===== src/hw/op_queue.sv =====
`default_nettype none
`timescale 1ns/1ns

module op_queue #(
    parameter int  DEPTH     = 4,
    parameter type payload_t = logic [31:0]
) (
    input  logic     clk,
    input  logic     rst,
    input  logic     push_i,
    input  payload_t data_i,
    output logic     full_o,
    input  logic     pop_i,
    output payload_t data_o,
    output logic     empty_o
);

    localparam int PTR_W = $clog2(DEPTH);
    localparam int CNT_W = PTR_W + 1;

    payload_t         mem [DEPTH];
    logic [PTR_W-1:0] rd_ptr;
    logic [PTR_W-1:0] wr_ptr;
    logic [CNT_W-1:0] count;
    logic             do_push;
    logic             do_pop;

    assign empty_o = (count == '0);
    // a pop in the same cycle frees the slot for the push
    assign full_o  = (count == CNT_W'(DEPTH)) && !pop_i;
    assign do_pop  = pop_i && !empty_o;
    assign do_push = push_i && !full_o;
    assign data_o  = mem[rd_ptr];

    always_ff @(posedge clk) begin
        if (rst) begin
            rd_ptr <= '0;
            wr_ptr <= '0;
            count  <= '0;
        end else begin
            if (do_push) begin
                wr_ptr <= wr_ptr + 1'b1;
            end
            if (do_pop) begin
                rd_ptr <= rd_ptr + 1'b1;
            end
            count <= count + CNT_W'(do_push) - CNT_W'(do_pop);
        end
    end

    always_ff @(posedge clk) begin
        if (do_push) begin
            mem[wr_ptr] <= data_i;
        end
    end

endmodule

`default_nettype wire


===== config.mk =====
export PLATFORM = sky130hd
export DESIGN_NAME = op_queue
export DESIGN_NICKNAME = d
export VERILOG_FILES = /design/src/hw/op_queue.sv
export SDC_FILE = /design/constraint.sdc
export NUM_CORES = 1
export LEC_CHECK = 0
export ABC_AREA = 0
export BUFFER_PORTS_ARGS = -buffer_cell sky130_fd_sc_hd__buf_2
export CORE_MARGIN = 10
export CORE_UTILIZATION = 51
export DETAILED_ROUTE_END_ITERATION = 12
export HOLD_SLACK_MARGIN = 0.15
export PLACE_DENSITY = 0.8
export SYNTH_ARGS = -nofsm -noshare
export SYNTH_HDL_FRONTEND = slang
export SYNTH_SLANG_ARGS = --single-unit

===== constraint.sdc =====
create_clock -name clk -period 2.4 [get_ports clk]
set_clock_uncertainty 0.15 [all_clocks]
set_input_delay 0.36 -clock clk [delete_from_list [all_inputs] [get_ports clk]]
set_output_delay 0.36 -clock clk [all_outputs]
set_load 0.005 [all_outputs]

==> out/results.tsv <==
stage	metric	value	unit
outcome	status	finished clean	
detailed_routing	ant_nets	0	
run	max_cap_viol_count	0	
floorplan	fp-row-count	36	
global_route	grt_pass1_wl	14800	um
floorplan	die_width	120	um
worst_setup_path	r2r-end	count[2]$_SDFF_PP0_	
worst_setup_path	crit_end	data_o[24]	
placed_design	place_area	5630	um2
worst_setup_path	start_kind	flip-flop	
layout	drive_gt1_share	43.6	%
logic_synthesis	postSynthCellCount	217	
placed_design	place.gp.congestion	0.705	
layout	mostFrequentLayoutCells	128 x edfxtp_1, 68 x buf_2, 33 x dlygate4sd3_1	
detailed_routing	vias	2504	
pwr	p_leak	2.30	nW
placed_design	dpl.hpwl	5390	um
global_route	overflow	0	
placed_design	dp_cells	416	
clock_network	clkSinkCount	137	
timing	whs	220	ps
logic_synthesis	syn_avg_cell_area	23.5	um2
global_route	grt_antenna_before_repair	0	
logic_synthesis	ys_warn_count	0	
global_route	grt_max_degree	33	
worst_setup_path	r2r_slack	180	ps
clock_network	cts_tree	built	
clock_network	cts_htree_levels	4	
timing	fin_crit	2320	ps
layout	n_antenna_cell	0	
global_route	track_usage	13.6	%
timing	finalHoldViolations	0	
layout	final_common_cell	edfxtp_1	
layout	final_util	66.9	%
clock_network	clkTransAtPathRegs	60	ps
clock_network	clockBufferDepth	2	
logic_synthesis	ys_ff_latch	137	
logic_synthesis	synth_seq_area_share	78.8	%
timing	drv_slew	0	
timing	setup_viol	0	
pwr	ir_drop	0.000461	V
clock_network	cts-root-buf	clkbuf_8	
worst_setup_path	crit_required	1890	ps
worst_setup_path	critical_path_class	reg -> out	
layout	nets	379	
pwr	p_per_area	1020	nW/um2
layout	syn_to_final_growth	28.2	%
clock_network	clk_latency	510	ps
floorplan	start_util	52.2	%
timing	fmax	432	MHz
min_path	hold_path_class	in -> reg	
detailed_routing	drt-pass1-iter-count	4	
detailed_routing	vias_per_cell	5.20	
logic_synthesis	synth_area	5100	um2
detailed_routing	drtIter0Drc	178	
logic_synthesis	ys_types	24	
detailed_routing	routed_wl	9090	um
floorplan	io_pins	70	
detailed_routing	drc_errors	0	
timing	worst_pin_slew	872	ps
worst_setup_path	crit_fanout	23	
worst_setup_path	r2r_start	count[1]$_SDFF_PP0_	
placed_design	io_buffers	69	
worst_setup_path	arrival	1810	ps
layout	instances_no_fill	482	
detailed_routing	wl_per_cell	18.9	um
global_route	grt_pass1_vias	2778	
logic_synthesis	synth_fp_nets	260	
clock_network	cts_buffers	17	
worst_setup_path	worst_setup_path_end_kind	output pin	
floorplan	core_area	9770	um2
floorplan	die_y	120	um
timing	slew_headroom	41.9	%
timing	rsz0062_at_grt	yes	
floorplan	dieArea	14400	um2
layout	design_area	6540	um2
worst_setup_path	rr_worst_depth	11	
timing	period_share	96.5	%
logic make-up after synthesis:
group                      Yosys count  synth area share, %
DFF                                137                 78.8
muxes                               34                 14.6
and+or+nand+nor                     20                 2.45
buffers and inverters               14                 1.57
adders and majority gates            7                 1.86
AOI/OAI and AO/OA                    3                0.343
xor gates and xnor gates             2                0.343
layer usage:
metal / share of wire, % / vias to the layer above / track usage (%) / wire length, um
met2: 51 / 76 / 21.8 / 4600
met3: 6.0 / 11 / 5.86 / 547
met5: 0 / - / 0 / 0
li1: - / 1136 / - / -
met1: 42 / 1281 / 15.8 / 3820
met4: 1.4 / 0 / 5.35 / 130
stage by stage:
step           power (mW)  TNS [ps]  worst slack [ps]
2_1_floorplan        3.82         0               121
3_3_place_gp         4.30         0               113
3_5_place_dp         4.32         0              34.0
4_1_cts              6.73         0              23.4
5_1_grt              7.00     -22.4             -8.20
6_report             6.65         0              84.7
final cells by class:
type                       instances  area [um2]
clock inverter                    15         136
multi-input combinational         66        1020
fill                             651        3230
tap                              133         166
inverter                           6        22.5
timing repair buffer             108         753
clock buffer                      17         414
sequential                       137        4030
where the power goes:
group | switching [mW] | internal [mW]
registers | 0.0997 | 2.86
clock network | 1.04 | 1.31
logic | 0.608 | 0.735
worst max-delay path, cell delays in order (launching register included):
cell	delay [ps]
dfxtp_2	350
buf_12	220
mux4_2	560
buf_2	150
worst min-delay path by stage:
stage,start,end,slack [ps],cells past startpoint
2_1_floorplan,data_i[0],mem[0][0]$_DFFE_PP_,310,0
3_3_place_gp,rd_ptr[1]$_SDFFE_PP0P_,flip-flop,350,2
3_5_place_dp,wr_ptr[1]$_SDFFE_PP0N_,wr_ptr[1]$_SDFFE_PP0N_,360,2
4_1_cts,push_i,wr_ptr[1]$_SDFFE_PP0N_,190,4
5_1_grt,push_i,wr_ptr[1]$_SDFFE_PP0N_,210,4
6_report,push_i,wr_ptr[1]$_SDFFE_PP0N_,220,4
flip-flops by register name, summed over array words and instances, names as in the netlist, named ones only:
name    count
rd_ptr      2
count       3
wr_ptr      2
mem       128
synthesized netlist by cell type:
library cell  count  area (um2)
o21ai_0           1        5.00
ha_1              6        75.1
buf_6             3        33.8
nor2b_1           1        6.26
buf_2             4        20.0
or3_1             1        6.26
a21oi_1           1        5.00
clkbuf_1          1        3.75
edfxtp_1        128        3840
nor3_1            2        10.0
mux4_2           32         721
nand2_1           1        3.75
xor2_1            2        17.5
and2_1            5        31.3
nor2b_2           1        8.76
fa_1              1        20.0
nand2b_1          2        12.5
nor2_1            6        22.5
mux2i_1           1        10.0
mux2_4            1        15.0
dfxtp_1           9         180
inv_1             6        22.5
o31ai_1           1        7.51
nor4b_4           1        23.8
what timing repair did:
action                                  CTS  global route
setup buffers                             0             1
endpoints found under the hold margin   137             0
endpoints found under the setup margin    0             5
hold buffers                             34             0
gates resized for setup                   0             7
Power figures use the tool's default switching activity.
