### src/hw/rv_op_pkg.sv
`default_nettype none

package rv_op_pkg;

    // execution unit an operation is steered to
    typedef enum logic {
        UNIT_ALU = 1'b0,
        UNIT_MUL = 1'b1
    } unit_sel_e;

    // RV32I integer functions handled by the ALU
    typedef enum logic [3:0] {
        ALU_ADD   = 4'd0,
        ALU_SUB   = 4'd1,
        ALU_SLL   = 4'd2,
        ALU_SLT   = 4'd3,
        ALU_SLTU  = 4'd4,
        ALU_XOR   = 4'd5,
        ALU_SRL   = 4'd6,
        ALU_SRA   = 4'd7,
        ALU_OR    = 4'd8,
        ALU_AND   = 4'd9,
        ALU_LUI   = 4'd10,
        ALU_AUIPC = 4'd11
    } alu_fn_e;

    // RV32M multiply functions, low or high product word
    typedef enum logic [1:0] {
        MUL_MUL    = 2'd0,
        MUL_MULH   = 2'd1,
        MUL_MULHSU = 2'd2,
        MUL_MULHU  = 2'd3
    } mul_fn_e;

    // decoded operation with resolved operand values
    typedef struct packed {
        unit_sel_e   unit;
        // read as alu_fn_e or mul_fn_e depending on unit
        logic [3:0]  fn;
        logic        use_imm;
        logic [31:0] rs1_val;
        logic [31:0] rs2_val;
        logic [31:0] imm;
        logic [31:0] pc;
        logic [4:0]  rd;
    } issue_op_t;

endpackage

`default_nettype wire

### src/hw/ooo_pkg.sv
`default_nettype none

package ooo_pkg;

    // tag width sets the reorder buffer size
    localparam int ROB_IDX_W = 4;
    localparam int ROB_DEPTH = 1 << ROB_IDX_W;

    typedef logic [ROB_IDX_W-1:0] rob_tag_t;

    // request into the single-cycle ALU
    typedef struct packed {
        rob_tag_t           tag;
        rv_op_pkg::alu_fn_e fn;
        logic [31:0]        a;
        logic [31:0]        b;
    } alu_req_t;

    // request into the multiplier pipeline
    typedef struct packed {
        rob_tag_t           tag;
        rv_op_pkg::mul_fn_e fn;
        logic [31:0]        a;
        logic [31:0]        b;
    } mul_req_t;

    // result written back into the reorder buffer
    typedef struct packed {
        logic        valid;
        rob_tag_t    tag;
        logic [31:0] data;
    } unit_result_t;

    // one retired operation
    typedef struct packed {
        logic [31:0] order;
        logic [4:0]  rd;
        logic [31:0] data;
        logic [31:0] pc;
    } commit_t;

endpackage

`default_nettype wire

### src/hw/mul_unit.sv
`default_nettype none
`timescale 1ns/1ns

module mul_unit #(
    parameter int STAGES = 3
) (
    input  logic                  clk,
    input  logic                  rst,
    input  logic                  req_valid_i,
    input  ooo_pkg::mul_req_t     req_i,
    output ooo_pkg::unit_result_t result_o
);

    import rv_op_pkg::*;
    import ooo_pkg::*;

    // one pipeline slot, word select is applied at the output
    typedef struct packed {
        logic        valid;
        rob_tag_t    tag;
        logic        hi;
        logic [63:0] prod;
    } stage_t;

    logic signed [32:0] a_ext;
    logic signed [32:0] b_ext;
    logic signed [65:0] prod_full;
    stage_t             pipe [STAGES];
    stage_t             last;

    // rs1 is signed for mulh and mulhsu, rs2 only for mulh
    assign a_ext     = {(req_i.fn != MUL_MULHU) & req_i.a[31], req_i.a};
    assign b_ext     = {(req_i.fn == MUL_MULH) & req_i.b[31], req_i.b};
    assign prod_full = a_ext * b_ext;

    always_ff @(posedge clk) begin
        pipe[0].tag  <= req_i.tag;
        pipe[0].hi   <= (req_i.fn != MUL_MUL);
        pipe[0].prod <= prod_full[63:0];
        for (int i = 1; i < STAGES; i++) begin
            pipe[i] <= pipe[i-1];
        end
        if (rst) begin
            for (int i = 0; i < STAGES; i++) begin
                pipe[i].valid <= 1'b0;
            end
        end else begin
            pipe[0].valid <= req_valid_i;
        end
    end

    assign last = pipe[STAGES-1];

    assign result_o = '{
        valid: last.valid,
        tag:   last.tag,
        data:  last.hi ? last.prod[63:32] : last.prod[31:0]
    };

endmodule

`default_nettype wire

### config.mk
export PLATFORM = sky130hd
export DESIGN_NAME = mul_unit
export DESIGN_NICKNAME = d
export VERILOG_FILES = /design/src/hw/rv_op_pkg.sv /design/src/hw/ooo_pkg.sv /design/src/hw/mul_unit.sv
export SDC_FILE = /design/constraint.sdc
export NUM_CORES = 2
export LEC_CHECK = 0
export ABC_AREA = 1
export BUFFER_PORTS_ARGS = -buffer_cell sky130_fd_sc_hd__buf_4
export CAP_MARGIN = 20
export CORE_ASPECT_RATIO = 0.5
export CORE_MARGIN = 2
export CORE_UTILIZATION = 58
export CTS_CLUSTER_SIZE = 25
export DETAILED_ROUTE_END_ITERATION = 8
export PLACE_DENSITY_LB_ADDON = 0.25
export SYNTH_ARGS = -nofsm -noshare
export SYNTH_HDL_FRONTEND = slang
export SYNTH_SLANG_ARGS = --single-unit
export TNS_END_PERCENT = 10
### constraint.sdc
create_clock -name clk -period 9.4 [get_ports clk]
set_input_delay 0.94 -clock clk [delete_from_list [all_inputs] [get_ports clk]]
set_output_delay 0.94 -clock clk [all_outputs]
set_load 0.01 [all_outputs]
==> metrics.md <==
| Metric | Value |
|---|---|
| Post-synthesis sequential area ratio | 0.0945 |
| Fill cells | 6594 |
| Levels on crit path | 26 |
| Slew Limit Fails | 0 |
| Maximum clock frequency | 123 MHz |
| Yosys reg bits | 210 |
| Status | complete, no violations |
| Worst-Skew Late Latency | 500 ps |
| Crit path to | pipe[0][43] |
| Starting Density | 0.589 |
| Nets | 6672 |
| PortBufs | 109 |
| Share of flip-flops with an asynchronous set or reset | 0 |
| Pre-CTS setup slack | 830 ps |
| FF-to-FF Start | pipe[0][47] |
| Reg2reg path depth | 0 |
| Final setup vio count | 0 |
| Clock Tree Buf Depth | 3 |
| Worst hold slack | 315 ps |
| Die X | 396 um |
| Number of max-cap violations | 0 |
| CP most frequent cell | fa_1 |
| Worst-Margin Slew | 730 ps |
| Post-Syn Area | 44500 um2 |
| All-Layer GR Usage | 0.371 |
| Final worst-path cycle share | 0.867 |
| Commonest cells in the netlist | 1593 x inv_1, 1410 x nand2_1, 1125 x fa_1 |
| Number of CTS-inserted buffers | 21 |
| Final wirelength | 139000 um |
| EDFF count, synth | 0 |
| Setup bufs post-CTS | 0 |
| Hold path depth | 0 |
| R2r endpoint | pipe[1][47] |
| H-tree depth | 1 |
| Die Y | 200 um |
| CP bufs+invs | 8 |
| Setup TNS | 0 ps |
| Via count | 33800 |
| Synth Warn # | 0 |
| Worst Path Class, Setup | input port to flop |
| CTS Sinks | 210 |
| Post-Synthesis Cells | 5311 |
| Top-count cell post-synth | inv_1 |
| Worst endpoint required time | 9850 ps |
| Initial antenna violation count | 4 |
| Slack of the critical path | 1250 ps |
| Max FFs per register | 210 |
| Biggest regs | pipe x210 |
| Full die area | 79100 um2 |
| Clock transition at path regs | 70 ps |
| Drt drc | 0 |
| Area of the core | 75600 um2 |
| CP Capture Type | flop |
| Top FF cell, synth | dfxtp_1 |
| Area leader, netlist | fa_1 |
| CP max stage cell | fa_1 |
| Hpwl dp | 110000 um |
| First-pass GRT wire length | 218000 um |
| Crit-path max FO | 19 |
| Post-layout min period | 8150 ps |
| Largest net degree at the start of global routing | 38 |
| Rel. slew slack | 0.514 |
| Hold Vio Cnt, Final | 0 |
| Util after Layout | 0.620 |
| Clock skew | 10.9 ps |
| Biggest register | pipe |
| Syn Nets | 6721 |
| Data arrival time of the critical path | 8600 ps |
| Worst Setup SP | req_i[64] |
| Syn avg cell area | 8.38 um2 |
| Synth area leaders | fa_1 51%, inv_1 13%, nand2_1 12% |
| Grt ovf | 0 |
| Post-CTS sizing | 0 |
| Synth top area share | 0.506 |
| Cts hold-fix bufs | 0 |
| Layout cell share with drive strength beyond 1 | 0.0557 |
| Slowest stage delay, CP | 750 ps |
| Unrepaired setup endpoints after global routing | no |
| R2r setup slk | 8820 ps |
| Area Growth Syn to Fin | 5.24% |
| Distinct cells, synth | 36 |
| Area occupied by multi-input gates | 33300 um2 |
| ANT nets after route | 0 |
| Avg WL per Cell | 22.0 um |
| Iter 0 DRT Violations | 2929 |
| Standard-cell rows | 71 |
| Drt first pass iters | 5 |
| TritonCTS clock tree | yes |
| Num ports | 110 |
| Cell family with most CP delay | adder cells |
| Setup crit start kind | input port |
| Gpl congestion | 1.00 |
| Vias in the first global route | 37400 |
| Vias per cell | 5.36 |
| Register area | 4200 um2 |
| Root Driver | clkbuf_16 |
| Hold Crit Class | flop to flop |
## worst min-delay path by stage
stage | startpoint | endpoint | slack [ps]
after global placement | pipe[0][59] | pipe[1][59] | 310
after global routing | pipe[1][17] | pipe[2][17] | 320
after floorplan | pipe[0][0] | pipe[1][0] | 310
final | pipe[1][2] | pipe[2][2] | 310
after detailed placement | pipe[0][4] | pipe[1][4] | 310
after CTS | pipe[1][2] | pipe[2][2] | 320
## routing by layer
| layer | GRT usage | part of all wire |
|---|---|---|
| met1 | 0.512 | 0.41 |
| met2 | 0.573 | 0.43 |
| met3 | 0.123 | 0.13 |
| met4 | 0.0866 | 0.029 |
| met5 | 0 | 0.000072 |
## layout by cell type (no fill, tap or decap), types with 33 or more instances in the layout
cell	n
a21oi_1	88
buf_4	180
dfxtp_1	210
fa_1	1125
ha_1	212
inv_1	1593
nand2_1	1410
nand3_1	66
nor2_1	142
o21ai_0	39
xor2_1	33
## metrics by stage
step | cells | area (um2)
floorplan | 5311 | 44500
global placement | 6261 | 46200
detailed placement | 6261 | 46200
CTS | 6296 | 46800
global route | 6296 | 46800
finish | 6298 | 46800
## cell families (layout without fill, tap and decap cells)
logic type | Yosys count | after routing | synth area share
multiplexers | 32 | 32 | 0.00810
XOR/XNOR | 35 | 35 | 0.00689
flip-flops | 210 | 210 | 0.0945
AND/OR/NAND/NOR | 1694 | 1694 | 0.150
other | 0 | 2 | 0
buffers and inverters | 1850 | 1813 | 0.157
AO/OA/AOI/OAI | 153 | 153 | 0.0186
adder cells (fa/ha/maj) | 1337 | 1337 | 0.566
## area by class of cell
class,count,share of cell area
Tap cell,1022,0.0273
Inverter,1598,0.128
Clock inverter,9,0.00246
Timing Repair Buffer,180,0.0289
Multi-Input combinational cell,3251,0.711
Sequential cell,210,0.0898
Antenna cell,2,0.000107
Clock buffer,26,0.0120
Power is not shown: default switching activity piles up to over one toggle a cycle in this logic, so the estimate is an artifact.
