[src/hw/rv_op_pkg.sv]
`default_nettype none

package rv_op_pkg;

    // execution unit an operation is steered to
    typedef enum logic {
        UNIT_ALU = 1'b0,
        UNIT_MUL = 1'b1
    } unit_sel_e;

    // RV32I integer functions handled by the ALU
    typedef enum logic [3:0] {
        ALU_ADD   = 4'd0,
        ALU_SUB   = 4'd1,
        ALU_SLL   = 4'd2,
        ALU_SLT   = 4'd3,
        ALU_SLTU  = 4'd4,
        ALU_XOR   = 4'd5,
        ALU_SRL   = 4'd6,
        ALU_SRA   = 4'd7,
        ALU_OR    = 4'd8,
        ALU_AND   = 4'd9,
        ALU_LUI   = 4'd10,
        ALU_AUIPC = 4'd11
    } alu_fn_e;

    // RV32M multiply functions, low or high product word
    typedef enum logic [1:0] {
        MUL_MUL    = 2'd0,
        MUL_MULH   = 2'd1,
        MUL_MULHSU = 2'd2,
        MUL_MULHU  = 2'd3
    } mul_fn_e;

    // decoded operation with resolved operand values
    typedef struct packed {
        unit_sel_e   unit;
        // read as alu_fn_e or mul_fn_e depending on unit
        logic [3:0]  fn;
        logic        use_imm;
        logic [31:0] rs1_val;
        logic [31:0] rs2_val;
        logic [31:0] imm;
        logic [31:0] pc;
        logic [4:0]  rd;
    } issue_op_t;

endpackage

`default_nettype wire

[src/hw/ooo_pkg.sv]
`default_nettype none

package ooo_pkg;

    // tag width sets the reorder buffer size
    localparam int ROB_IDX_W = 4;
    localparam int ROB_DEPTH = 1 << ROB_IDX_W;

    typedef logic [ROB_IDX_W-1:0] rob_tag_t;

    // request into the single-cycle ALU
    typedef struct packed {
        rob_tag_t           tag;
        rv_op_pkg::alu_fn_e fn;
        logic [31:0]        a;
        logic [31:0]        b;
    } alu_req_t;

    // request into the multiplier pipeline
    typedef struct packed {
        rob_tag_t           tag;
        rv_op_pkg::mul_fn_e fn;
        logic [31:0]        a;
        logic [31:0]        b;
    } mul_req_t;

    // result written back into the reorder buffer
    typedef struct packed {
        logic        valid;
        rob_tag_t    tag;
        logic [31:0] data;
    } unit_result_t;

    // one retired operation
    typedef struct packed {
        logic [31:0] order;
        logic [4:0]  rd;
        logic [31:0] data;
        logic [31:0] pc;
    } commit_t;

endpackage

`default_nettype wire

[src/hw/alu_unit.sv]
`default_nettype none
`timescale 1ns/1ns

module alu_unit (
    input  logic                  clk,
    input  logic                  rst,
    input  logic                  req_valid_i,
    input  ooo_pkg::alu_req_t     req_i,
    output ooo_pkg::unit_result_t result_o
);

    import rv_op_pkg::*;

    logic [4:0]  shamt;
    logic [31:0] alu_out;

    assign shamt = req_i.b[4:0];

    always_comb begin
        case (req_i.fn)
            ALU_ADD, ALU_AUIPC: alu_out = req_i.a + req_i.b;
            ALU_SUB:            alu_out = req_i.a - req_i.b;
            ALU_SLL:            alu_out = req_i.a << shamt;
            ALU_SLT:            alu_out = {31'b0, $signed(req_i.a) < $signed(req_i.b)};
            ALU_SLTU:           alu_out = {31'b0, req_i.a < req_i.b};
            ALU_XOR:            alu_out = req_i.a ^ req_i.b;
            ALU_SRL:            alu_out = req_i.a >> shamt;
            ALU_SRA:            alu_out = $unsigned($signed(req_i.a) >>> shamt);
            ALU_OR:             alu_out = req_i.a | req_i.b;
            ALU_AND:            alu_out = req_i.a & req_i.b;
            // immediate already shifted into place by decode
            ALU_LUI:            alu_out = req_i.b;
            default:            alu_out = '0;
        endcase
    end

    always_ff @(posedge clk) begin
        if (rst) begin
            result_o.valid <= 1'b0;
        end else begin
            result_o.valid <= req_valid_i;
        end
        result_o.tag  <= req_i.tag;
        result_o.data <= alu_out;
    end

endmodule

`default_nettype wire

[config.mk]
export PLATFORM = sky130hd
export DESIGN_NAME = alu_unit
export DESIGN_NICKNAME = d
export VERILOG_FILES = /design/src/hw/rv_op_pkg.sv /design/src/hw/ooo_pkg.sv /design/src/hw/alu_unit.sv
export SDC_FILE = /design/constraint.sdc
export NUM_CORES = 1
export LEC_CHECK = 0
export ABC_AREA = 1
export BUFFER_PORTS_ARGS = -buffer_cell sky130_fd_sc_hd__buf_2
export CAP_MARGIN = 25
export CORE_ASPECT_RATIO = 1.75
export CORE_MARGIN = 5
export CORE_UTILIZATION = 50
export CTS_CLUSTER_DIAMETER = 60
export CTS_CLUSTER_SIZE = 28
export DETAILED_ROUTE_END_ITERATION = 8
export GPL_ROUTABILITY_DRIVEN = 0
export PLACE_DENSITY = 0.69
export SKIP_LAST_GASP = 1
export SLEW_MARGIN = 15
export SYNTH_ARGS = -nofsm -noshare
export SYNTH_HDL_FRONTEND = slang
export SYNTH_SLANG_ARGS = --single-unit
[constraint.sdc]
create_clock -name clk -period 3.5 [get_ports clk]
set_clock_uncertainty 0.05 [all_clocks]
set_input_delay 0.525 -clock clk [delete_from_list [all_inputs] [get_ports clk]]
set_output_delay 0.525 -clock clk [all_outputs]
set_load 0.01 [all_outputs]
==> metrics.md <==
| Metric | Value |
|---|---|
| Fin cells | 2586 |
| Placed cells | around 2.6k |
| Outcome | finished with violations |
| Pwr dens | 237.1 mW/mm2 |
| Io pins | 112 |
| Mapped Cells | around 2.2k |
| CTS Buf Count | 5 |
| Multiplexer area fraction after synthesis | 0% |
| Row cnt | 72 |
| Setup WS post-layout | 633.3 ps |
| Yosys cell types | 40 |
| Crit path buffers/inverters | 3 |
| Pleak | between 6 and 7 nW |
| Switching Fraction | 54.70% |
| Critical Path AT | 3020 ps |
| Most used cell, CP | nand2_1 |
| CTS sink count | 37 |
| Synth Area in Adders | approximately 11% |
| RSZ-0062 raised after global routing | false |
| Combinational share of power | roughly 62% |
| Area of the multi-input gates | 0.008755 mm2 |
| Vias in the first global route | approximately 14k |
| DRC viols | 19 |
| Max-slew violations | 0 |
| Tot GR Track Use | between 40% and 50% |
| Drt pass-1 iters | 9 |
| Slew margin rel. | ~30% |
| Synth Area per Inst | between 4 and 5 um2 |
| Routed WL per cell | ~21 um |
| Setup WS pre-CTS | 519.9 ps |
| Max H-tree Level | 2 |
| Chip Width | 123.1 um |
| Post-CTS Setup Repair Bufs | 0 |
| Sequential standard cell area | 740.7 um2 |
| Total power | about 2.8 mW |
| Root buf cell | clkbuf_16 |
| Worst hold path class | in2reg |
| Worst VDD drop | about 0.17 mV |
| CP max-delay cell | fa_1 |
| Crit-path max FO | 6 |
| Flop pwr share | 18.0% |
| Core area | around 0.022 mm2 |
| Largest Register | result_o |
| Post-layout nets | between 2k and 2.5k |
| Sw power | ~1.6 mW |
| Failing checks | design-rule violations |
| CTS tree | yes |
| Slowest stage delay, CP | about 400 ps |
| Vias/cell | between 6 and 7 |
| Ratio of cells with drive above 1 in the final layout | between 7 and 8% |
| Post-DP HPWL | 42180 um |
| Port buffer count | between 100 and 150 |
| Max reg flops | 37 |
| Complex-gate fraction of the synthesized area | 8.826% |
| CTS Buffer Depth | 2 |
| Final core utilization | 54.36% |
| Tmin final | ~2900 ps |
| CTS Hold Bufs | 0 |
| Cell area after synthesis | between 0.01 and 0.015 mm2 |
| Setup TNS | 0 ps |
| Final clock period utilization by the worst path | approximately four fifths |
| # Max-Cap Violations | 0 |
| Final Hold Vio Count | 0 |
| Crit path max-delay family | simple AND/OR/NAND/NOR gates |
| Synth warn | 0 |
| Syn Nets | 2420 |
| Antenna violations before repair | 1 |
| Synth Area in XOR/XNOR | 0.2349% |
| First-pass GRT wire length | about 80000 um |
| DR iter-0 viols | roughly 2.0k |
| CP Data Required Time | ~3700 ps |
| Post-route ant nets | 0 |
| Largest family of logic cells by synthesized area | simple AND/OR/NAND/NOR gates |
| Largest registers | result_o (37) |
| Starting Density | 50.68% |
| CP endpoint kind | flop |
| # setup viols final | 0 |
| Synth Area in Simple Gates | 57.89% |
| Die footprint | around 0.026 mm2 |
| Die Y-Extent | 207.9 um |
| Gr ovfl total | 0 |
| Post-Route WL | about 55000 um |
| Seq/Total Area, Yosys | 6.622% |
| Fillcell total | approximately 2.4k |
| Crit path launch type | input port |
| Layout area overhead | 7.260% |
| Largest net degree at the start of global routing | 79 |
| Cell-internal power | about 1.3 mW |
| Clk pwr share | between 10% and 20% |
| Yosys reg bits | 37 |
| Worst-Margin Slew | slightly above 1000 ps |
| CP Class | in2reg |
| CTS clk-pin slew, worst paths | about 70 ps |
| DR vias | 15.87k |
| Fmax achieved | approximately 0.35 GHz |
| Worst path cell trace | buf_2, ha_1, inv_1, fa_1, inv_1, nand3_1, nand3_1, nand2_1, nand2_1, nand2_1, nand3_1, o211ai_1, nor2_1, nand2_1 |
| PostCTS Resize Cnt | 0 |
## metrics by stage
| stage | instance area [um2] | hold WS [ps] |
|---|---|---|
| floorplan | 11190 | 502.7 |
| global placement | 11830 | 578.4 |
| detailed placement | 11830 | 579.2 |
| CTS | 11990 | 256.2 |
| global route | 12000 | 265.3 |
| finish | 12000 | 256.5 |
## synthesized netlist by cell type
library cell / instances / area [um2]
dfxtp_1: 37 / 740.7
and3_1: 2 / 12.51
o21ai_1: 3 / 15.01
fa_1: 2 / 40.04
nor2_4: 3 / 33.78
nor2_1: 177 / 664.4
xor2_1: 3 / 26.28
a21boi_0: 1 / 7.510
inv_1: 315 / 1182
inv_4: 1 / 6.260
or2_0: 2 / 12.51
a21o_1: 2 / 15.01
nor4_1: 2 / 12.51
clkbuf_1: 21 / 78.83
a21oi_1: 60 / 300.3
buf_2: 52 / 260.3
o22ai_1: 30 / 187.7
nor2_2: 7 / 43.79
nand2_2: 3 / 18.77
clkinv_1: 1 / 3.750
nand3_1: 470 / 2352
buf_4: 6 / 45.04
nand3_2: 1 / 10.01
a31oi_1: 4 / 25.02
o21bai_1: 7 / 52.55
nand4_1: 28 / 175.2
nand3b_1: 2 / 15.01
inv_2: 8 / 30.03
o211ai_1: 13 / 97.59
buf_6: 2 / 22.52
buf_1: 15 / 56.30
and2_1: 13 / 81.33
nor3_1: 27 / 135.1
o21ai_0: 52 / 260.3
clkbuf_2: 1 / 5.000
nand2_1: 767 / 2879
ha_1: 98 / 1226
nor3_2: 1 / 10.01
o2111ai_1: 3 / 26.28
or2_1: 3 / 18.77
## power by group through the flow
stage / clock network [mW] / logic, mW / registers (mW)
4_1_cts: 0.558 / 1.68 / 0.507
3_3_place_gp: 0 / 1.65 / 0.517
5_1_grt: 0.566 / 1.90 / 0.515
3_5_place_dp: 0 / 1.67 / 0.517
2_1_floorplan: 0 / 1.09 / 0.534
6_report: 0.562 / 1.77 / 0.513
## metal layers
layer	vias to the layer above	GRT usage [%]	part of all wire, %
li1	7278	-	-
met1	6934	43.26	31
met2	1240	65.09	44
met3	417	9.542	12
met4	2	38.93	13
met5	-	0	0.024
## logic make-up (layout without fill, tap and decap cells)
logic type / count (synthesis) / after routing
compound gates: 175 / 175
xor+xnor: 3 / 3
fa+ha+maj: 100 / 100
buf+inv: 422 / 466
flops: 37 / 37
other cells: 0 / 1
simple gates: 1508 / 1508
## layout make-up
class / count / share of cell area, %
Antenna cell: 1 / 0.02086
Timing Repair Buffer: 133 / 6.215
Sequential cell: 37 / 6.174
Tap cell: 296 / 3.087
Clock buffer: 7 / 1.272
Multi-Input combinational cell: 1786 / 72.97
Inverter: 325 / 10.19
Clock inverter: 1 / 0.07300
## cells in the final DEF, fill, tap and decap left out, types with 4 or more instances in the layout
master / Yosys / routed
nand2_1: 767 / 767
nand3_1: 470 / 470
inv_1: 315 / 314
nor2_1: 177 / 177
buf_2: 52 / 111
ha_1: 98 / 98
a21oi_1: 60 / 60
o21ai_0: 52 / 52
dfxtp_1: 37 / 37
o22ai_1: 30 / 30
nand4_1: 28 / 28
nor3_1: 27 / 27
buf_4: 6 / 20
o211ai_1: 13 / 13
and2_1: 13 / 13
inv_2: 8 / 9
nor2_2: 7 / 7
o21bai_1: 7 / 7
clkbuf_16: 0 / 5
a31oi_1: 4 / 4
## worst paths after layout
check                      from                   end  slack [ps]  depth (start not counted)
worst min-delay path  req_i[68]  result_o[32]$_DFF_P_         260                          1
worst max-delay path   req_i[0]   result_o[8]$_DFF_P_         630                         14
Power figures use the tool's default switching activity.
