**config.mk**
```make
export PLATFORM = sky130hd
export DESIGN_NAME = reorder_buffer
export DESIGN_NICKNAME = d
export VERILOG_FILES = /design/src/hw/rv_op_pkg.sv /design/src/hw/ooo_pkg.sv /design/src/hw/reorder_buffer.sv
export SDC_FILE = /design/constraint.sdc
export NUM_CORES = 1
export LEC_CHECK = 0
export BUFFER_PORTS_ARGS = -buffer_cell sky130_fd_sc_hd__buf_4
export CAP_MARGIN = 15
export CORE_ASPECT_RATIO = 1.4
export CORE_MARGIN = 3
export CORE_UTILIZATION = 55
export DETAILED_ROUTE_END_ITERATION = 6
export GPL_TIMING_DRIVEN = 0
export PLACE_DENSITY = 0.85
export SLEW_MARGIN = 10
export SYNTH_ARGS = -nofsm -noshare
export SYNTH_HDL_FRONTEND = slang
export SYNTH_SLANG_ARGS = --single-unit
```
**constraint.sdc**
```tcl
create_clock -name clk -period 3.6 [get_ports clk]
set_input_delay 0 -clock clk [delete_from_list [all_inputs] [get_ports clk]]
set_output_delay 0 -clock clk [all_outputs]
set_load 0.005 [all_outputs]
```
**src/hw/rv_op_pkg.sv**
```systemverilog
`default_nettype none

package rv_op_pkg;

    // execution unit an operation is steered to
    typedef enum logic {
        UNIT_ALU = 1'b0,
        UNIT_MUL = 1'b1
    } unit_sel_e;

    // RV32I integer functions handled by the ALU
    typedef enum logic [3:0] {
        ALU_ADD   = 4'd0,
        ALU_SUB   = 4'd1,
        ALU_SLL   = 4'd2,
        ALU_SLT   = 4'd3,
        ALU_SLTU  = 4'd4,
        ALU_XOR   = 4'd5,
        ALU_SRL   = 4'd6,
        ALU_SRA   = 4'd7,
        ALU_OR    = 4'd8,
        ALU_AND   = 4'd9,
        ALU_LUI   = 4'd10,
        ALU_AUIPC = 4'd11
    } alu_fn_e;

    // RV32M multiply functions, low or high product word
    typedef enum logic [1:0] {
        MUL_MUL    = 2'd0,
        MUL_MULH   = 2'd1,
        MUL_MULHSU = 2'd2,
        MUL_MULHU  = 2'd3
    } mul_fn_e;

    // decoded operation with resolved operand values
    typedef struct packed {
        unit_sel_e   unit;
        // read as alu_fn_e or mul_fn_e depending on unit
        logic [3:0]  fn;
        logic        use_imm;
        logic [31:0] rs1_val;
        logic [31:0] rs2_val;
        logic [31:0] imm;
        logic [31:0] pc;
        logic [4:0]  rd;
    } issue_op_t;

endpackage

`default_nettype wire

```
**src/hw/ooo_pkg.sv**
```systemverilog
`default_nettype none

package ooo_pkg;

    // tag width sets the reorder buffer size
    localparam int ROB_IDX_W = 4;
    localparam int ROB_DEPTH = 1 << ROB_IDX_W;

    typedef logic [ROB_IDX_W-1:0] rob_tag_t;

    // request into the single-cycle ALU
    typedef struct packed {
        rob_tag_t           tag;
        rv_op_pkg::alu_fn_e fn;
        logic [31:0]        a;
        logic [31:0]        b;
    } alu_req_t;

    // request into the multiplier pipeline
    typedef struct packed {
        rob_tag_t           tag;
        rv_op_pkg::mul_fn_e fn;
        logic [31:0]        a;
        logic [31:0]        b;
    } mul_req_t;

    // result written back into the reorder buffer
    typedef struct packed {
        logic        valid;
        rob_tag_t    tag;
        logic [31:0] data;
    } unit_result_t;

    // one retired operation
    typedef struct packed {
        logic [31:0] order;
        logic [4:0]  rd;
        logic [31:0] data;
        logic [31:0] pc;
    } commit_t;

endpackage

`default_nettype wire

```
**src/hw/reorder_buffer.sv**
```systemverilog
`default_nettype none
`timescale 1ns/1ns

module reorder_buffer (
    input  logic                  clk,
    input  logic                  rst,
    input  logic                  alloc_i,
    input  logic [4:0]            alloc_rd_i,
    input  logic [31:0]           alloc_pc_i,
    output logic                  room_o,
    output ooo_pkg::rob_tag_t     tail_o,
    input  ooo_pkg::unit_result_t alu_result_i,
    input  ooo_pkg::unit_result_t mul_result_i,
    input  logic                  commit_full_i,
    output logic                  commit_push_o,
    output ooo_pkg::commit_t      commit_o
);

    import ooo_pkg::*;

    logic [4:0]           rd_q   [ROB_DEPTH];
    logic [31:0]          pc_q   [ROB_DEPTH];
    logic [31:0]          data_q [ROB_DEPTH];
    logic [ROB_DEPTH-1:0] done_q;
    rob_tag_t             head;
    rob_tag_t             tail;
    logic [ROB_IDX_W:0]   count;
    logic [31:0]          order;
    logic                 retire;

    // msb of count set means all entries in use
    assign room_o = !count[ROB_IDX_W];
    assign tail_o = tail;

    // head retires once its result is in and the retire queue has space
    assign retire        = (count != '0) && done_q[head] && !commit_full_i;
    assign commit_push_o = retire;

    assign commit_o = '{
        order: order,
        rd:    rd_q[head],
        data:  (rd_q[head] == 5'd0) ? 32'd0 : data_q[head],
        pc:    pc_q[head]
    };

    always_ff @(posedge clk) begin
        if (rst) begin
            head   <= '0;
            tail   <= '0;
            count  <= '0;
            order  <= '0;
            done_q <= '0;
        end else begin
            if (alloc_i) begin
                tail         <= tail + 1'b1;
                done_q[tail] <= 1'b0;
            end
            // tags are unique, both units may write in one cycle
            if (alu_result_i.valid) begin
                done_q[alu_result_i.tag] <= 1'b1;
            end
            if (mul_result_i.valid) begin
                done_q[mul_result_i.tag] <= 1'b1;
            end
            if (retire) begin
                head  <= head + 1'b1;
                order <= order + 32'd1;
            end
            count <= count + (ROB_IDX_W + 1)'(alloc_i) - (ROB_IDX_W + 1)'(retire);
        end
    end

    always_ff @(posedge clk) begin
        if (alloc_i) begin
            rd_q[tail] <= alloc_rd_i;
            pc_q[tail] <= alloc_pc_i;
        end
        if (alu_result_i.valid) begin
            data_q[alu_result_i.tag] <= alu_result_i.data;
        end
        if (mul_result_i.valid) begin
            data_q[mul_result_i.tag] <= mul_result_i.data;
        end
    end

endmodule

`default_nettype wire

```
==> results of run 1 <==
-- worst max-delay path by stage --
stage / from / to / cells past startpoint
global route: head[0] / count[4] / 16
detailed placement: head[0] / count[4] / 17
global placement: alu_result_i[34] / data_q[0][7] / 3
finish: register / commit_o[14] / 7
CTS: head[0] / count[4] / 16
floorplan: head[0] / count[4] / 17
-- layer usage --
layer	track usage [%]	up-vias	routed length [um]
met5	0	-	14
met4	17.1	2	8900
met3	6.14	593	14700
met2	52.7	2245	76800
met1	35.1	15100	47300
li1	-	11800	-
-- synthesized netlist by cell type, drive strengths merged, types with 6 or more instances --
cell type,instances
a21oi,43
clkbuf,163
o22ai,9
o31ai,12
nand4,9
dfxtp,65
nor2,37
mux4,345
nand2,29
edfxtp,1104
nor2b,43
nand2b,7
nand3,25
inv,25
mux2,515
o21ai,25
o21ba,6
xor2,6
or4,13
or3,19
buf,57
and2,9
and3,10
ha,12
-- cell families (layout without fill, tap and decap cells) --
kind of cell | after synthesis | after routing | synth area share (%)
xor gates and xnor gates | 8 | 8 | 0.137
other | 0 | 10 | 0
muxes | 863 | 863 | 26.5
and+or+nand+nor | 224 | 224 | 2.64
adders and majority gates | 13 | 13 | 0.332
AOI/OAI and AO/OA | 103 | 103 | 1.18
DFF | 1169 | 1169 | 67.2
buffers and inverters | 245 | 815 | 1.97
-- critical path, stage by stage (launching register included) --
cell and delay, ps:
dfxtp_1 330, buf_6 140, buf_2 350, clkbuf_4 450
clkbuf_2 460, mux4_2 420, mux4_2 540, buf_4 160
-- flip-flops by register name, summed over array words and instances (netlist names), named ones only --
| signal | flops |
|---|---|
| data_q | 512 |
| pc_q | 512 |
| rd_q | 80 |
| order | 32 |
| done_q | 16 |
| count | 5 |
| head | 4 |
| tail_o | 4 |
-- stage by stage --
step | worst slack (ps) | setup TNS [ps] | utilization, % | std cells
5_1_grt | -16.4 | -19.8 | 65.6 | 4393
4_1_cts | 12.6 | 0 | 65.6 | 4388
3_5_place_dp | -489 | -758 | 60.6 | 4083
3_3_place_gp | -3370 | -1006570 | 59.3 | 4042
2_1_floorplan | 132 | 0 | - | 2625
6_report | 21.5 | 0 | 65.7 | 4402
-- what timing repair did --
action	CTS	global route
setup buffers	2	4
pin swaps	2	1
hold buffers	111	0
setup endpoints to repair	68	51
hold endpoints to repair	1013	0
resized for setup	87	21
-- area by class of cell --
class,instances,area share (%)
antenna,10,0.0415
buffer,219,1.88
clock buffer,126,4.45
clock inverter,67,0.917
inverter,25,0.156
multi-input combinational,1211,26.6
sequential,1169,57.2
tap,1197,2.48
timing repair buffer,378,6.31
-- where the power goes --
group | internal (W) | switching [W]
Sequential | 0.0152 | 0.000103
Clock | 0.00571 | 0.00507
Combinational | 0.000955 | 0.00104
==> results.toml, run 1 <==
[floorplanning]
die_area_sq_mm = 0.0970
core_sq_mm = 0.0918
initial_core_util_pct = 55.9
die_x_um = 264
pin_count = 222
die_y_um = 367
rows = 131

[global_routing]
antenna_found_initial = 6
grt_pass1_wl_mm = 213
overflow = 0
grt_util_all_layers_pct = 30.3
grt_pass1_vias = 31500
grt_max_degree = 39

[critical_path]
worst-r2r-cell-count = 16
crit_path_end_kind = "primary output"
rr_startpoint = "head[0]"
crit_type = "register to primary output"
critPathLaunchType = "register"
cp_max_fo = 10
cp.required_ps = 3600
crit_arrival_ps = 3580
r2r_end = "count[4]"
rrSetupSlack_ps = 190

[worst_hold_path]
hold_depth = 6
holdCritStartpoint = "commit_full_i"
hold_path.class = "input pin to register"
hold-path-endpoint = "order[2]"

[drt]
vias = 29800
ant_nets = 0
drt_iter0_drc = 3553
wl_per_cell_um = 33.6
routed_wl_mm = 148
drc = 0
dr.pass1.iters = 5
via_per_inst = 6.76

[sta]
relSlewSlack_pct = 24.6
holdWs_ps = 30.3
tightest_slew_ps = 1130
setup_viol = 0
hold_viol_final = 0
final-max-slew-violation-count = 0
clock_skew_ps = 31.3
fmax_ghz = 0.279
fin_crit_sh_pct = 99.4
fin_crit_ps = 3580

[cts]
cts_made_buffers = 104
cts.clk_slew.worst_paths_ps = 60
htreeDepth = 3
clk-insertion-delay-late_ps = 710
cts_root_buf = "clkbuf_16"
clkSinkCount = 1169
cts_tree = "built"
cts.path.max_buffers = 3

[layout]
final_cell_area_sq_mm = 0.0603
multiInputGateArea_sq_mm = 0.0160
drive_gt1_share_pct = 44.4
final_cell_mix = "1104 x edfxtp_1, 514 x mux2_2, 343 x mux4_2"
area_growth_pct = 17.6
fillers = 5671
final_common_cell = "edfxtp_1"
fin_nets = 3236
seqCellArea_sq_mm = 0.0345

[pwr]
p_leak_nw = 19.2
total_power_w = 0.0281
power.density_mw_per_mm2 = 466
peakVddDrop_v = 0.000474

[place]
gp_congestion = 0.877
dpl_cell_area_sq_mm = 0.0556
place_hpwl_mm = 91.1
io_buffers = 220

[yosys]
async_flop_share_pct = 0
syn-num-nets = 2753
synth_edf_count = 1104
yosys.area.top_type_share_pct = 64.7
yosys.area.top_type = "edfxtp_1"
ys_ff_latch = 1169
syn_area_sq_mm = 0.0513
yosysWarnings = 0
syn_inst = 2625
synthTopCellsByArea = "edfxtp_1 65%, mux4_2 15%, mux2_2 11%"
synth_area_per_cell_sq_um = 19.5
synthFlopType = "edfxtp_1"
ys_seq_area_share_pct = 67.2
synth.distinct_cells = 50

[run]
maxCapViolCount = 0

[run_status]
status = "complete, no violations"
Power figures use the tool's default switching activity.
==> inputs of run 2 (changes only) <==
PLACE_DENSITY = 0.82   (was 0.85)
clock period = 3.5 ns   (was 3.6 ns; I/O delays follow)
==> run 2 against run 1 <==
Effect of this change: final area is 0.11% higher; setup slack improved by 48 ps; largest power group unchanged; critical endpoint is now commit_o[40]; via count down 0.70%; hold slack improved by 76 ps; sequential power grew 3%; critical path type unchanged.
==> results.toml, run 2 (synthesis gave the netlist of run 1 again) <==
[sta]
holdWs_ps = 106
fin_crit_ps = 3430
setup_viol = 0
fmax_ghz = 0.292
clock_skew_ps = 15.5
hold_viol_final = 0
final-max-slew-violation-count = 0
tightest_slew_ps = 1160
fin_crit_sh_pct = 98.0
relSlewSlack_pct = 22.9

[cts]
clkSinkCount = 1169
cts_made_buffers = 104
cts_root_buf = "clkbuf_16"
cts.path.max_buffers = 3
cts_tree = "built"
cts.clk_slew.worst_paths_ps = 60
clk-insertion-delay-late_ps = 670
htreeDepth = 3

[critical_path]
crit_path_end = "commit_o[40]"
r2r_end = "count[4]"
crit_arrival_ps = 3430
slowest_delay_ps = 560
cp_max_fo = 10
rrSetupSlack_ps = 140
cp.required_ps = 3500
crit_path_end_kind = "primary output"
crit_type = "register to primary output"
worst-r2r-cell-count = 17
critPathLaunchType = "register"
rr_startpoint = "count[2]"
worst_path_max_delay_cell = "mux4_2"
path_cells = "buf_6 -> buf_2 -> buf_2 -> buf_4 -> mux4_2 -> mux4_2 -> nor2b_2 -> buf_4"

[floorplanning]
rows = 131
die_y_um = 367
die_x_um = 264
initial_core_util_pct = 55.9
die_area_sq_mm = 0.0970
pin_count = 222
core_sq_mm = 0.0918

[global_routing]
grt_util_all_layers_pct = 29.3
grt_pass1_wl_mm = 207
antenna_found_initial = 11
overflow = 0
grt_max_degree = 39
grt_pass1_vias = 30900

[worst_hold_path]
hold_path.class = "input pin to register"
holdCritStartpoint = "mul_result_i[32]"

[drt]
ant_nets = 0
via_per_inst = 6.72
dr.pass1.iters = 6
drc = 0
drt_iter0_drc = 3933
wl_per_cell_um = 32.7
routed_wl_mm = 144
vias = 29500

[run]
maxCapViolCount = 0

[pwr]
peakVddDrop_v = 0.000686
p_leak_nw = 19.3
power.density_mw_per_mm2 = 480
total_power_w = 0.0290

[place]
io_buffers = 220
place_hpwl_mm = 91.2
dpl.cell_count = 4087
gp_congestion = 0.885

[layout]
final_cell_mix = "1104 x edfxtp_1, 514 x mux2_2, 343 x mux4_2"
area_growth_pct = 17.7
largestRegisters = "data_q x512, pc_q x512, rd_q x80"
drive_gt1_share_pct = 44.9
fin_cells = 4396
fin_nets = 3231
final_common_cell = "edfxtp_1"

[run_status]
status = "complete, no violations"
[run 2: cell count changes in the layout (fill, tap and decap cells not counted), sizes merged]
cell           previous run  this run
dlygate4sd3             111       103
clkdlybuf4s15             5         0
clkinvlp                 11         3
bufinv                    5         6
buf                     312       323
inv                      29        28
clkbuf                  295       298
clkdlybuf4s18             0         1
[run 2: worst min path at each step]
stage                              end  cells past startpoint
after detailed placement   pc_q[0][18]                      1
after floorplan             pc_q[0][0]                      0
after CTS                 data_q[0][1]                      4
final                     data_q[0][1]                      4
after global placement     pc_q[0][18]                      1
after global routing      data_q[4][8]                      3
[run 2: where the power goes]
group / internal (W) / switching [W]
Clock: 0.00609 / 0.00509
Sequential: 0.0157 / 0.000104
Combinational: 0.000982 / 0.00106
Total: 0.0227 / 0.00625
[run 2: critical path, delay by kind of cell, from the launching register on]
kind	cells	cell delay [ps]
buffers and inverters	5	1300
flip-flops	1	330
AND/OR/NAND/NOR	1	190
multiplexers	2	920
[run 2: layout make-up]
type	instances	area (sq um)
Multi-Input combinational cell	1211	16000
Clock inverter	59	457
Fill cell	5742	31400
Tap cell	1197	1500
Timing Repair Buffer	373	3840
Clock buffer	133	2800
Inverter	25	93.8
Buffer	219	1150
Antenna cell	10	25.0
Sequential cell	1169	34500
[run 2: repair_timing]
| action | 4_1_cts | 5_1_grt |
|---|---|---|
| gates resized for setup | 100 | 31 |
| hold buffers | 103 | 0 |
| setup endpoints to repair | 68 | 54 |
| hold endpoints to repair | 986 | 0 |
| setup buffers | 4 | 1 |
| pin swaps | 2 | 2 |
[run 2: per-layer routing]
metal	track usage, %	vias up	share of wire [%]
met2	51.3	2208	52
met3	6.31	552	10
met5	0	-	0.025
met4	14.2	6	5.7
li1	-	11800	-
met1	34.5	15000	32
[run 2: metrics by stage]
step / TNS (ps) / area [sq um] / setup WS [ps] / utilization, %
2_1_floorplan: 0 / 51300 / 32.2 / -
3_3_place_gp: -1062610 / 54400 / -3460 / 59.3
3_5_place_dp: -898 / 55700 / -501 / 60.7
4_1_cts: -4.41 / 60300 / -4.41 / 65.7
5_1_grt: -50.6 / 60300 / -50.6 / 65.7
6_report: 0 / 60300 / 69.6 / 65.7
