File: config.mk
export PLATFORM = sky130hd
export DESIGN_NAME = dispatch_unit
export DESIGN_NICKNAME = d
export VERILOG_FILES = /design/src/hw/rv_op_pkg.sv /design/src/hw/ooo_pkg.sv /design/src/hw/dispatch_unit.sv
export SDC_FILE = /design/constraint.sdc
export NUM_CORES = 1
export LEC_CHECK = 0
export ABC_AREA = 1
export BUFFER_PORTS_ARGS = -buffer_cell sky130_fd_sc_hd__buf_2
export CAP_MARGIN = 20
export CORE_MARGIN = 4
export CORE_UTILIZATION = 39
export DETAILED_ROUTE_END_ITERATION = 8
export PLACE_DENSITY = 0.77
export RECOVER_POWER = 50
export SLEW_MARGIN = 10
export SYNTH_ARGS = -nofsm -noshare
export SYNTH_HDL_FRONTEND = slang
export SYNTH_SLANG_ARGS = --single-unit
File: constraint.sdc
create_clock -name clk -period 4.7 [get_ports clk]
set_input_delay 0.94 -clock clk [delete_from_list [all_inputs] [get_ports clk]]
set_output_delay 0.94 -clock clk [all_outputs]
set_load 0.02 [all_outputs]
File: src/hw/rv_op_pkg.sv
`default_nettype none

package rv_op_pkg;

    // execution unit an operation is steered to
    typedef enum logic {
        UNIT_ALU = 1'b0,
        UNIT_MUL = 1'b1
    } unit_sel_e;

    // RV32I integer functions handled by the ALU
    typedef enum logic [3:0] {
        ALU_ADD   = 4'd0,
        ALU_SUB   = 4'd1,
        ALU_SLL   = 4'd2,
        ALU_SLT   = 4'd3,
        ALU_SLTU  = 4'd4,
        ALU_XOR   = 4'd5,
        ALU_SRL   = 4'd6,
        ALU_SRA   = 4'd7,
        ALU_OR    = 4'd8,
        ALU_AND   = 4'd9,
        ALU_LUI   = 4'd10,
        ALU_AUIPC = 4'd11
    } alu_fn_e;

    // RV32M multiply functions, low or high product word
    typedef enum logic [1:0] {
        MUL_MUL    = 2'd0,
        MUL_MULH   = 2'd1,
        MUL_MULHSU = 2'd2,
        MUL_MULHU  = 2'd3
    } mul_fn_e;

    // decoded operation with resolved operand values
    typedef struct packed {
        unit_sel_e   unit;
        // read as alu_fn_e or mul_fn_e depending on unit
        logic [3:0]  fn;
        logic        use_imm;
        logic [31:0] rs1_val;
        logic [31:0] rs2_val;
        logic [31:0] imm;
        logic [31:0] pc;
        logic [4:0]  rd;
    } issue_op_t;

endpackage

`default_nettype wire

File: src/hw/ooo_pkg.sv
`default_nettype none

package ooo_pkg;

    // tag width sets the reorder buffer size
    localparam int ROB_IDX_W = 4;
    localparam int ROB_DEPTH = 1 << ROB_IDX_W;

    typedef logic [ROB_IDX_W-1:0] rob_tag_t;

    // request into the single-cycle ALU
    typedef struct packed {
        rob_tag_t           tag;
        rv_op_pkg::alu_fn_e fn;
        logic [31:0]        a;
        logic [31:0]        b;
    } alu_req_t;

    // request into the multiplier pipeline
    typedef struct packed {
        rob_tag_t           tag;
        rv_op_pkg::mul_fn_e fn;
        logic [31:0]        a;
        logic [31:0]        b;
    } mul_req_t;

    // result written back into the reorder buffer
    typedef struct packed {
        logic        valid;
        rob_tag_t    tag;
        logic [31:0] data;
    } unit_result_t;

    // one retired operation
    typedef struct packed {
        logic [31:0] order;
        logic [4:0]  rd;
        logic [31:0] data;
        logic [31:0] pc;
    } commit_t;

endpackage

`default_nettype wire

File: src/hw/dispatch_unit.sv
`default_nettype none
`timescale 1ns/1ns

module dispatch_unit (
    input  logic                 clk,
    input  logic                 rst,
    input  rv_op_pkg::issue_op_t op_i,
    input  logic                 op_empty_i,
    output logic                 op_pop_o,
    input  logic                 rob_room_i,
    input  ooo_pkg::rob_tag_t    rob_tail_i,
    output logic                 alloc_o,
    output logic [4:0]           alloc_rd_o,
    output logic [31:0]          alloc_pc_o,
    output logic                 alu_req_valid_o,
    output ooo_pkg::alu_req_t    alu_req_o,
    output logic                 mul_req_valid_o,
    output ooo_pkg::mul_req_t    mul_req_o
);

    import rv_op_pkg::*;

    logic        pop;
    logic        is_mul;
    logic [31:0] opa;
    logic [31:0] opb;

    // issue only while the reorder buffer can take a new entry
    assign pop      = !op_empty_i && rob_room_i;
    assign op_pop_o = pop;
    assign is_mul   = (op_i.unit == UNIT_MUL);

    assign alloc_o    = pop;
    assign alloc_rd_o = op_i.rd;
    assign alloc_pc_o = op_i.pc;

    // auipc adds the immediate to the pc
    assign opa = (!is_mul && op_i.fn == ALU_AUIPC) ? op_i.pc : op_i.rs1_val;
    assign opb = op_i.use_imm ? op_i.imm : op_i.rs2_val;

    always_ff @(posedge clk) begin
        if (rst) begin
            alu_req_valid_o <= 1'b0;
            mul_req_valid_o <= 1'b0;
        end else begin
            alu_req_valid_o <= pop && !is_mul;
            mul_req_valid_o <= pop && is_mul;
        end
    end

    always_ff @(posedge clk) begin
        if (pop && !is_mul) begin
            alu_req_o <= '{tag: rob_tail_i, fn: alu_fn_e'(op_i.fn), a: opa, b: opb};
        end
        if (pop && is_mul) begin
            mul_req_o <= '{tag: rob_tail_i, fn: mul_fn_e'(op_i.fn[1:0]), a: opa, b: opb};
        end
    end

endmodule

`default_nettype wire

==> results.toml, run 1 <==
[timing]
fin_crit_sh = 0.659
finalCriticalPeriod_ps = 3100
setup_violations = 0
setup-tns-final_ps = 0
max_freq_mhz = 323
final_max_slew_viol_count = 139
rsz0062_at_grt = "false"
hold_violations = 0
worstMarginPinSlew_ps = 2240
relSlewSlack = -0.494

[clocking]
cts_sinks = 144
ctsHoldBuffers = 0
cts_setup_buffers = 0
htreeDepth = 4
cts_resized = 0
path_clk_slew_ps = 60
cts_root_buf = "clkbuf_16"
cts_tree = "built"
cts_buffer_depth = 2
cts_inserted_buffers = 17

[layout]
final_area_um2 = 7450
final_util = 0.532
finalNonFillerCells = 885
area_delta_synth_final_pct = 33.1
fillerInstances = 1301
num-nets-final = 838
final_layout_size_suffix_gt1_frac = 0.305

[placed_design]
place_area_um2 = 7060
portBuffers = 319
gp_congestion = 0.807
hpwl_um = 11000
place_inst = 852

[pwr]
pwr-share-seq = 0.486
p_per_area_nw_per_um2 = 416
p_int_mw = 2.36
swShare = 0.238
combinationalPowerShare = 0.103
p_switching_uw = 738
peakVddDrop_uv = 210
leakage_nw = 3.06
power.share.clock = 0.412

[yosys]
syn-mean-instance-area_um2 = 13.9
ys_seq_area_frac = 0.769
ys_ff_latch = 144
synth_nets = 550
synthFlopType = "edfxtp_1"
synth_cell_types = 16
synth_edf_count = 142
syn_area_um2 = 5600
async_flop_share = 0
syn_inst = 403
yosysWarnings = 0

[global_routing]
antenna_found_initial = 1
grt_max_degree = 71
grt_pass1_wl_um = 20800
grt_pass1_vias = 3925
grt-ovfl-total = 0
track_usage = 0.172

[die]
dieArea_um2 = 16300
core_area_um2 = 14000
rows = 43
io_pins = 330
die_w_um = 128
fp.dieH_um = 128
start_util = 0.400

[worst_setup_path]
required_ps = 4690
path_max_fanout = 39
worstSetupEndpointType = "flop"
critPathMaxStageDelay_ps = 1520
cp_top_family = "buffers and inverters"
worst_path_most_repeated_cell = "clkbuf_1"
crit_type = "input port to flop"
cp_slowest_cell = "clkbuf_1"
arrival_ps = 3080
cp-start-kind = "input port"
crit_buf_inv = 2
path_cells = "clkbuf_1 -> or2_0 -> nor2_4 -> clkbuf_1"

[drt]
wirelength_um = 14700
drt-initial-drc-count = 226
vias = 4042
wire_per_inst_um = 16.6
via_per_inst = 4.57
firstDrtPassIters = 5
detail-route-antenna-nets = 0
drc = 0

[status]
status = "complete, but fails checks"
violations = "capacitance limit, slew limit"

[min_path]
holdCritPathClass = "input port to flop"

[flow_run]
drv_cap = 3
==> power by group through the flow <==
stage               clock, mW  combinational [mW]  sequential [mW]
global route             1.37               0.346             1.51
detailed placement          0               0.341             1.53
global placement            0               0.335             1.53
floorplan                   0               0.121             1.61
CTS                      1.31               0.342             1.50
finish                   1.28               0.319             1.51
==> kinds of logic (layout without fill, tap and decap cells) <==
family | count (synthesis) | in the layout | share of synthesized area
flip-flops | 144 | 144 | 0.769
AND/OR/NAND/NOR | 137 | 137 | 0.106
buffers and inverters | 90 | 391 | 0.0962
AO/OA/AOI/OAI | 32 | 32 | 0.0286
other | 0 | 1 | 0
==> area by class of cell <==
cell class                      instances  area (um^2)  area share
Clock inverter                         14          141      0.0190
Sequential cell                       144         4300       0.578
Inverter                               36          135      0.0181
Tap cell                              180          225      0.0302
Clock buffer                           18          429      0.0576
Multi-Input combinational cell        169          768       0.103
Timing Repair Buffer                  323         1440       0.194
Antenna cell                            1         2.50    0.000336
==> cell usage after synthesis, types with 2 or more instances <==
| cell type | instances | area share |
|---|---|---|
| buf_2 | 10 | 0.0089 |
| nand2_1 | 96 | 0.064 |
| buf_6 | 6 | 0.012 |
| nor3_1 | 2 | 0.0018 |
| inv_1 | 36 | 0.024 |
| nand3_1 | 32 | 0.029 |
| o21ai_1 | 32 | 0.029 |
| nor2_1 | 2 | 0.0013 |
| dfxtp_1 | 2 | 0.0072 |
| edfxtp_1 | 142 | 0.76 |
| buf_4 | 38 | 0.051 |
==> registers in the layout, summed over array words and instances (netlist names) <==
signal / flops
alu_req_valid_o: 1
alu_req_o: 72
mul_req_valid_o: 1
mul_req_o: 70
==> cell usage in the layout, fill, tap and decap left out <==
master        n
buf_4         2
bufinv_16     2
nor2_8        1
inv_1        36
nand3_1      32
nand2_2       1
nor2_4        3
buf_2       178
clkinv_2      2
clkinv_4      1
clkbuf_16    17
clkinvlp_4    5
nor3_1        2
diode_2       1
nand2_1      96
o21ai_0      23
dfxtp_1       2
o21ai_1       9
clkinv_1      2
or2_0         1
nand2_4       1
inv_6         2
clkbuf_1    144
edfxtp_1    142
==> stage by stage <==
stage	power, mW	setup WS (ps)	hold WS, ps
after floorplan	1.74	41.1	1020
after global placement	1.86	2070	1130
after detailed placement	1.87	2040	1130
after CTS	3.15	2050	697
after global routing	3.23	1360	702
final	3.10	1600	723
==> worst paths after layout <==
check / startpoint / end / slack [ps] / cells after the start
hold / removal: rob_tail_i[1] / alu_req_o[69] / 720 / 1
setup / recovery: op_empty_i / alu_req_o[28] / 1600 / 4
==> layer usage <==
layer	GRT usage	part of all wire	vias up	routed length, um
li1	-	-	1927	-
met1	0.182	0.36	1853	5240
met2	0.299	0.51	244	7550
met3	0.0717	0.11	18	1610
met4	0.0749	0.020	0	301
met5	0	0	-	0
(Power assumes the default switching activity.)
==> run 2: changes to the inputs <==
--- a/config.mk
+++ b/config.mk
@@ -5,13 +5,13 @@
 export SDC_FILE = /design/constraint.sdc
 export NUM_CORES = 1
 export LEC_CHECK = 0
-export ABC_AREA = 1
+export ABC_AREA = 0
 export BUFFER_PORTS_ARGS = -buffer_cell sky130_fd_sc_hd__buf_2
 export CAP_MARGIN = 20
-export CORE_MARGIN = 4
-export CORE_UTILIZATION = 39
+export CORE_AREA = 4 4 127 129
 export DETAILED_ROUTE_END_ITERATION = 8
-export PLACE_DENSITY = 0.77
+export DIE_AREA = 0 0 131 133
+export PLACE_DENSITY = 0.72
 export RECOVER_POWER = 50
 export SLEW_MARGIN = 10
 export SYNTH_ARGS = -nofsm -noshare
==> constraint.sdc (replaced) <==
create_clock -name clk -period 2.8 [get_ports clk]
set_input_delay 0.56 -clock clk [delete_from_list [all_inputs] [get_ports clk]]
set_output_delay 0.56 -clock clk [all_outputs]
set_load 0.02 [all_outputs]
==> run 2 against run 1 <==
Sequential cell count stayed put. Global-route usage is 2.7 points lower. Largest cell class unchanged. Power is 71% higher. Non-clock buffer count increased by 1. Clock-buffer cell count grew 1. Worst setup slack worse by 900 ps. First-iteration DRC count shrank 52%. Sequential share of layout area down 0.25 points. Critical path depth decreased by 2. The flow still finishes with violations (capacitance limit, slew limit). Clock power up 77%. Largest power group unchanged.
==> results.toml, run 2 <==
[worst_setup_path]
path_max_fanout = 32
cp-start-kind = "input port"
cp_slowest_cell = "clkbuf_1"
worstSetupEndpointType = "flop"
crit_type = "input port to flop"
required_ps = 2930
critPathMaxStageDelay_ps = 1210
path_cells = "clkbuf_1 -> mux2_1"
arrival_ps = 2220
cp_top_family = "buffers and inverters"
crit_buf_inv = 1

[layout]
largest_register = "alu_req_o"
final_common_cell = "buf_2"
n_antenna_cell = 0
area_delta_synth_final_pct = 38.6
num-nets-final = 706
final_layout_size_suffix_gt1_frac = 0.609
layout_common_cells = "276 x buf_2, 142 x edfxtp_1, 45 x clkbuf_1"
largest_reg_flops = 72
largestRegisters = "alu_req_o x72, mul_req_o x70"

[timing]
fin_crit_sh = 0.747
relSlewSlack = -0.143
max_freq_mhz = 478
rsz0062_at_grt = "false"
final_max_slew_viol_count = 33
worstMarginPinSlew_ps = 1710
finalCriticalPeriod_ps = 2090
hold_violations = 0
setup-tns-final_ps = 0
timing.final.ws_setup_ps = 708
setup_violations = 0

[placed_design]
portBuffers = 319
hpwl_um = 10200
gp_congestion = 0.824
pre_cts_ws_ps = 687

[global_routing]
antenna_found_initial = 0
grt_max_degree = 42
track_usage = 0.144
grt_pass1_vias = 3677
grt_pass1_wl_um = 18900
grt-ovfl-total = 0

[pwr]
peakVddDrop_uv = 340
leakage_nw = 3.05
p_per_area_nw_per_um2 = 709

[yosys]
syn_area_um2 = 5400
synthTopCellsByArea = "edfxtp_1 79%, mux2_2 13%, buf_4 5.7%, dfxtp_1 0.74%, mux2_1 0.42%"
ys_seq_area_frac = 0.797
yosysMostFrequentCell = "edfxtp_1"
syn-mean-instance-area_um2 = 20.7
synth_edf_count = 142
synth_cell_types = 15
yosysWarnings = 0
synth_nets = 408
synth_top_cells_by_count = "142 x edfxtp_1, 62 x mux2_2, 41 x buf_4"
synthFlopType = "edfxtp_1"
syn_inst = 261
yosys.area.top_type_share = 0.790
yosysTopAreaCell = "edfxtp_1"
ys_ff_latch = 144
async_flop_share = 0

[drt]
firstDrtPassIters = 4
vias = 3404
detail-route-antenna-nets = 0
top_layer_used = "met4"
wl_met2_um = 7160
wl_met3_um = 1370
wl_met1_um = 4650
wirelength_um = 13300
wire_per_inst_um = 17.6
drt-initial-drc-count = 108
via_per_inst = 4.48
drc = 0

[clocking]
cts_root_buf = "clkbuf_16"
ctsHoldBuffers = 0
cts_sinks = 144
cts_setup_buffers = 0
cts_buffer_depth = 2
cts_resized = 0
cts_inserted_buffers = 17
path_clk_slew_ps = 60
htreeDepth = 4
cts_tree = "built"

[flow_run]
drv_cap = 1

[die]
fp.dieH_um = 133
die_w_um = 131
core_area_um2 = 15000
io_pins = 330
start_util = 0.359
rows = 45
dieArea_um2 = 17400

[min_path]
holdCritPathClass = "input port to flop"

[status]
violations = "capacitance limit, slew limit"
status = "complete, but fails checks"
## run 2: layer usage
| layer | GRT usage | vias to the layer above |
|---|---|---|
| met5 | 0 | - |
| met4 | 0.0469 | 0 |
| met3 | 0.0585 | 14 |
| met2 | 0.269 | 198 |
| met1 | 0.142 | 1630 |
| li1 | - | 1562 |
## run 2: final timing paths
check	from	endpoint	slack, ps	cells after the start
setup / recovery	op_i[133]	mul_req_o[10]	710	2
hold / removal	rst	mul_req_valid_o	340	2
## run 2: layout make-up
class	instances	area, um^2
multi-input combinational	71	772
inverter	1	3.75
clock buffer	19	433
clock inverter	12	160
sequential	144	4300
fill	1294	7550
tap	188	235
timing repair buffer	324	1570
## run 2: report_power, final
part / total (mW) / internal, mW / switching, mW
registers: 2.52 / 2.50 / 0.0268
clock network: 2.26 / 1.40 / 0.854
logic: 0.522 / 0.193 / 0.328
## run 2: per-stage QoR
step	hold slack, ps	instances	power, mW	instance area (um^2)	util
2_1_floorplan	632	261	2.89	5410	-
5_1_grt	320	759	5.51	7480	0.498
6_report	338	759	5.30	7480	0.498
4_1_cts	309	759	5.39	7560	0.503
3_3_place_gp	747	728	3.10	6960	0.463
3_5_place_dp	747	728	3.12	6960	0.463
## run 2: cell families after synthesis
| logic type | share of synthesized area |
|---|---|
| buffers and inverters | 0.0612 |
| muxes | 0.133 |
| DFF | 0.797 |
| and+or+nand+nor | 0.00811 |
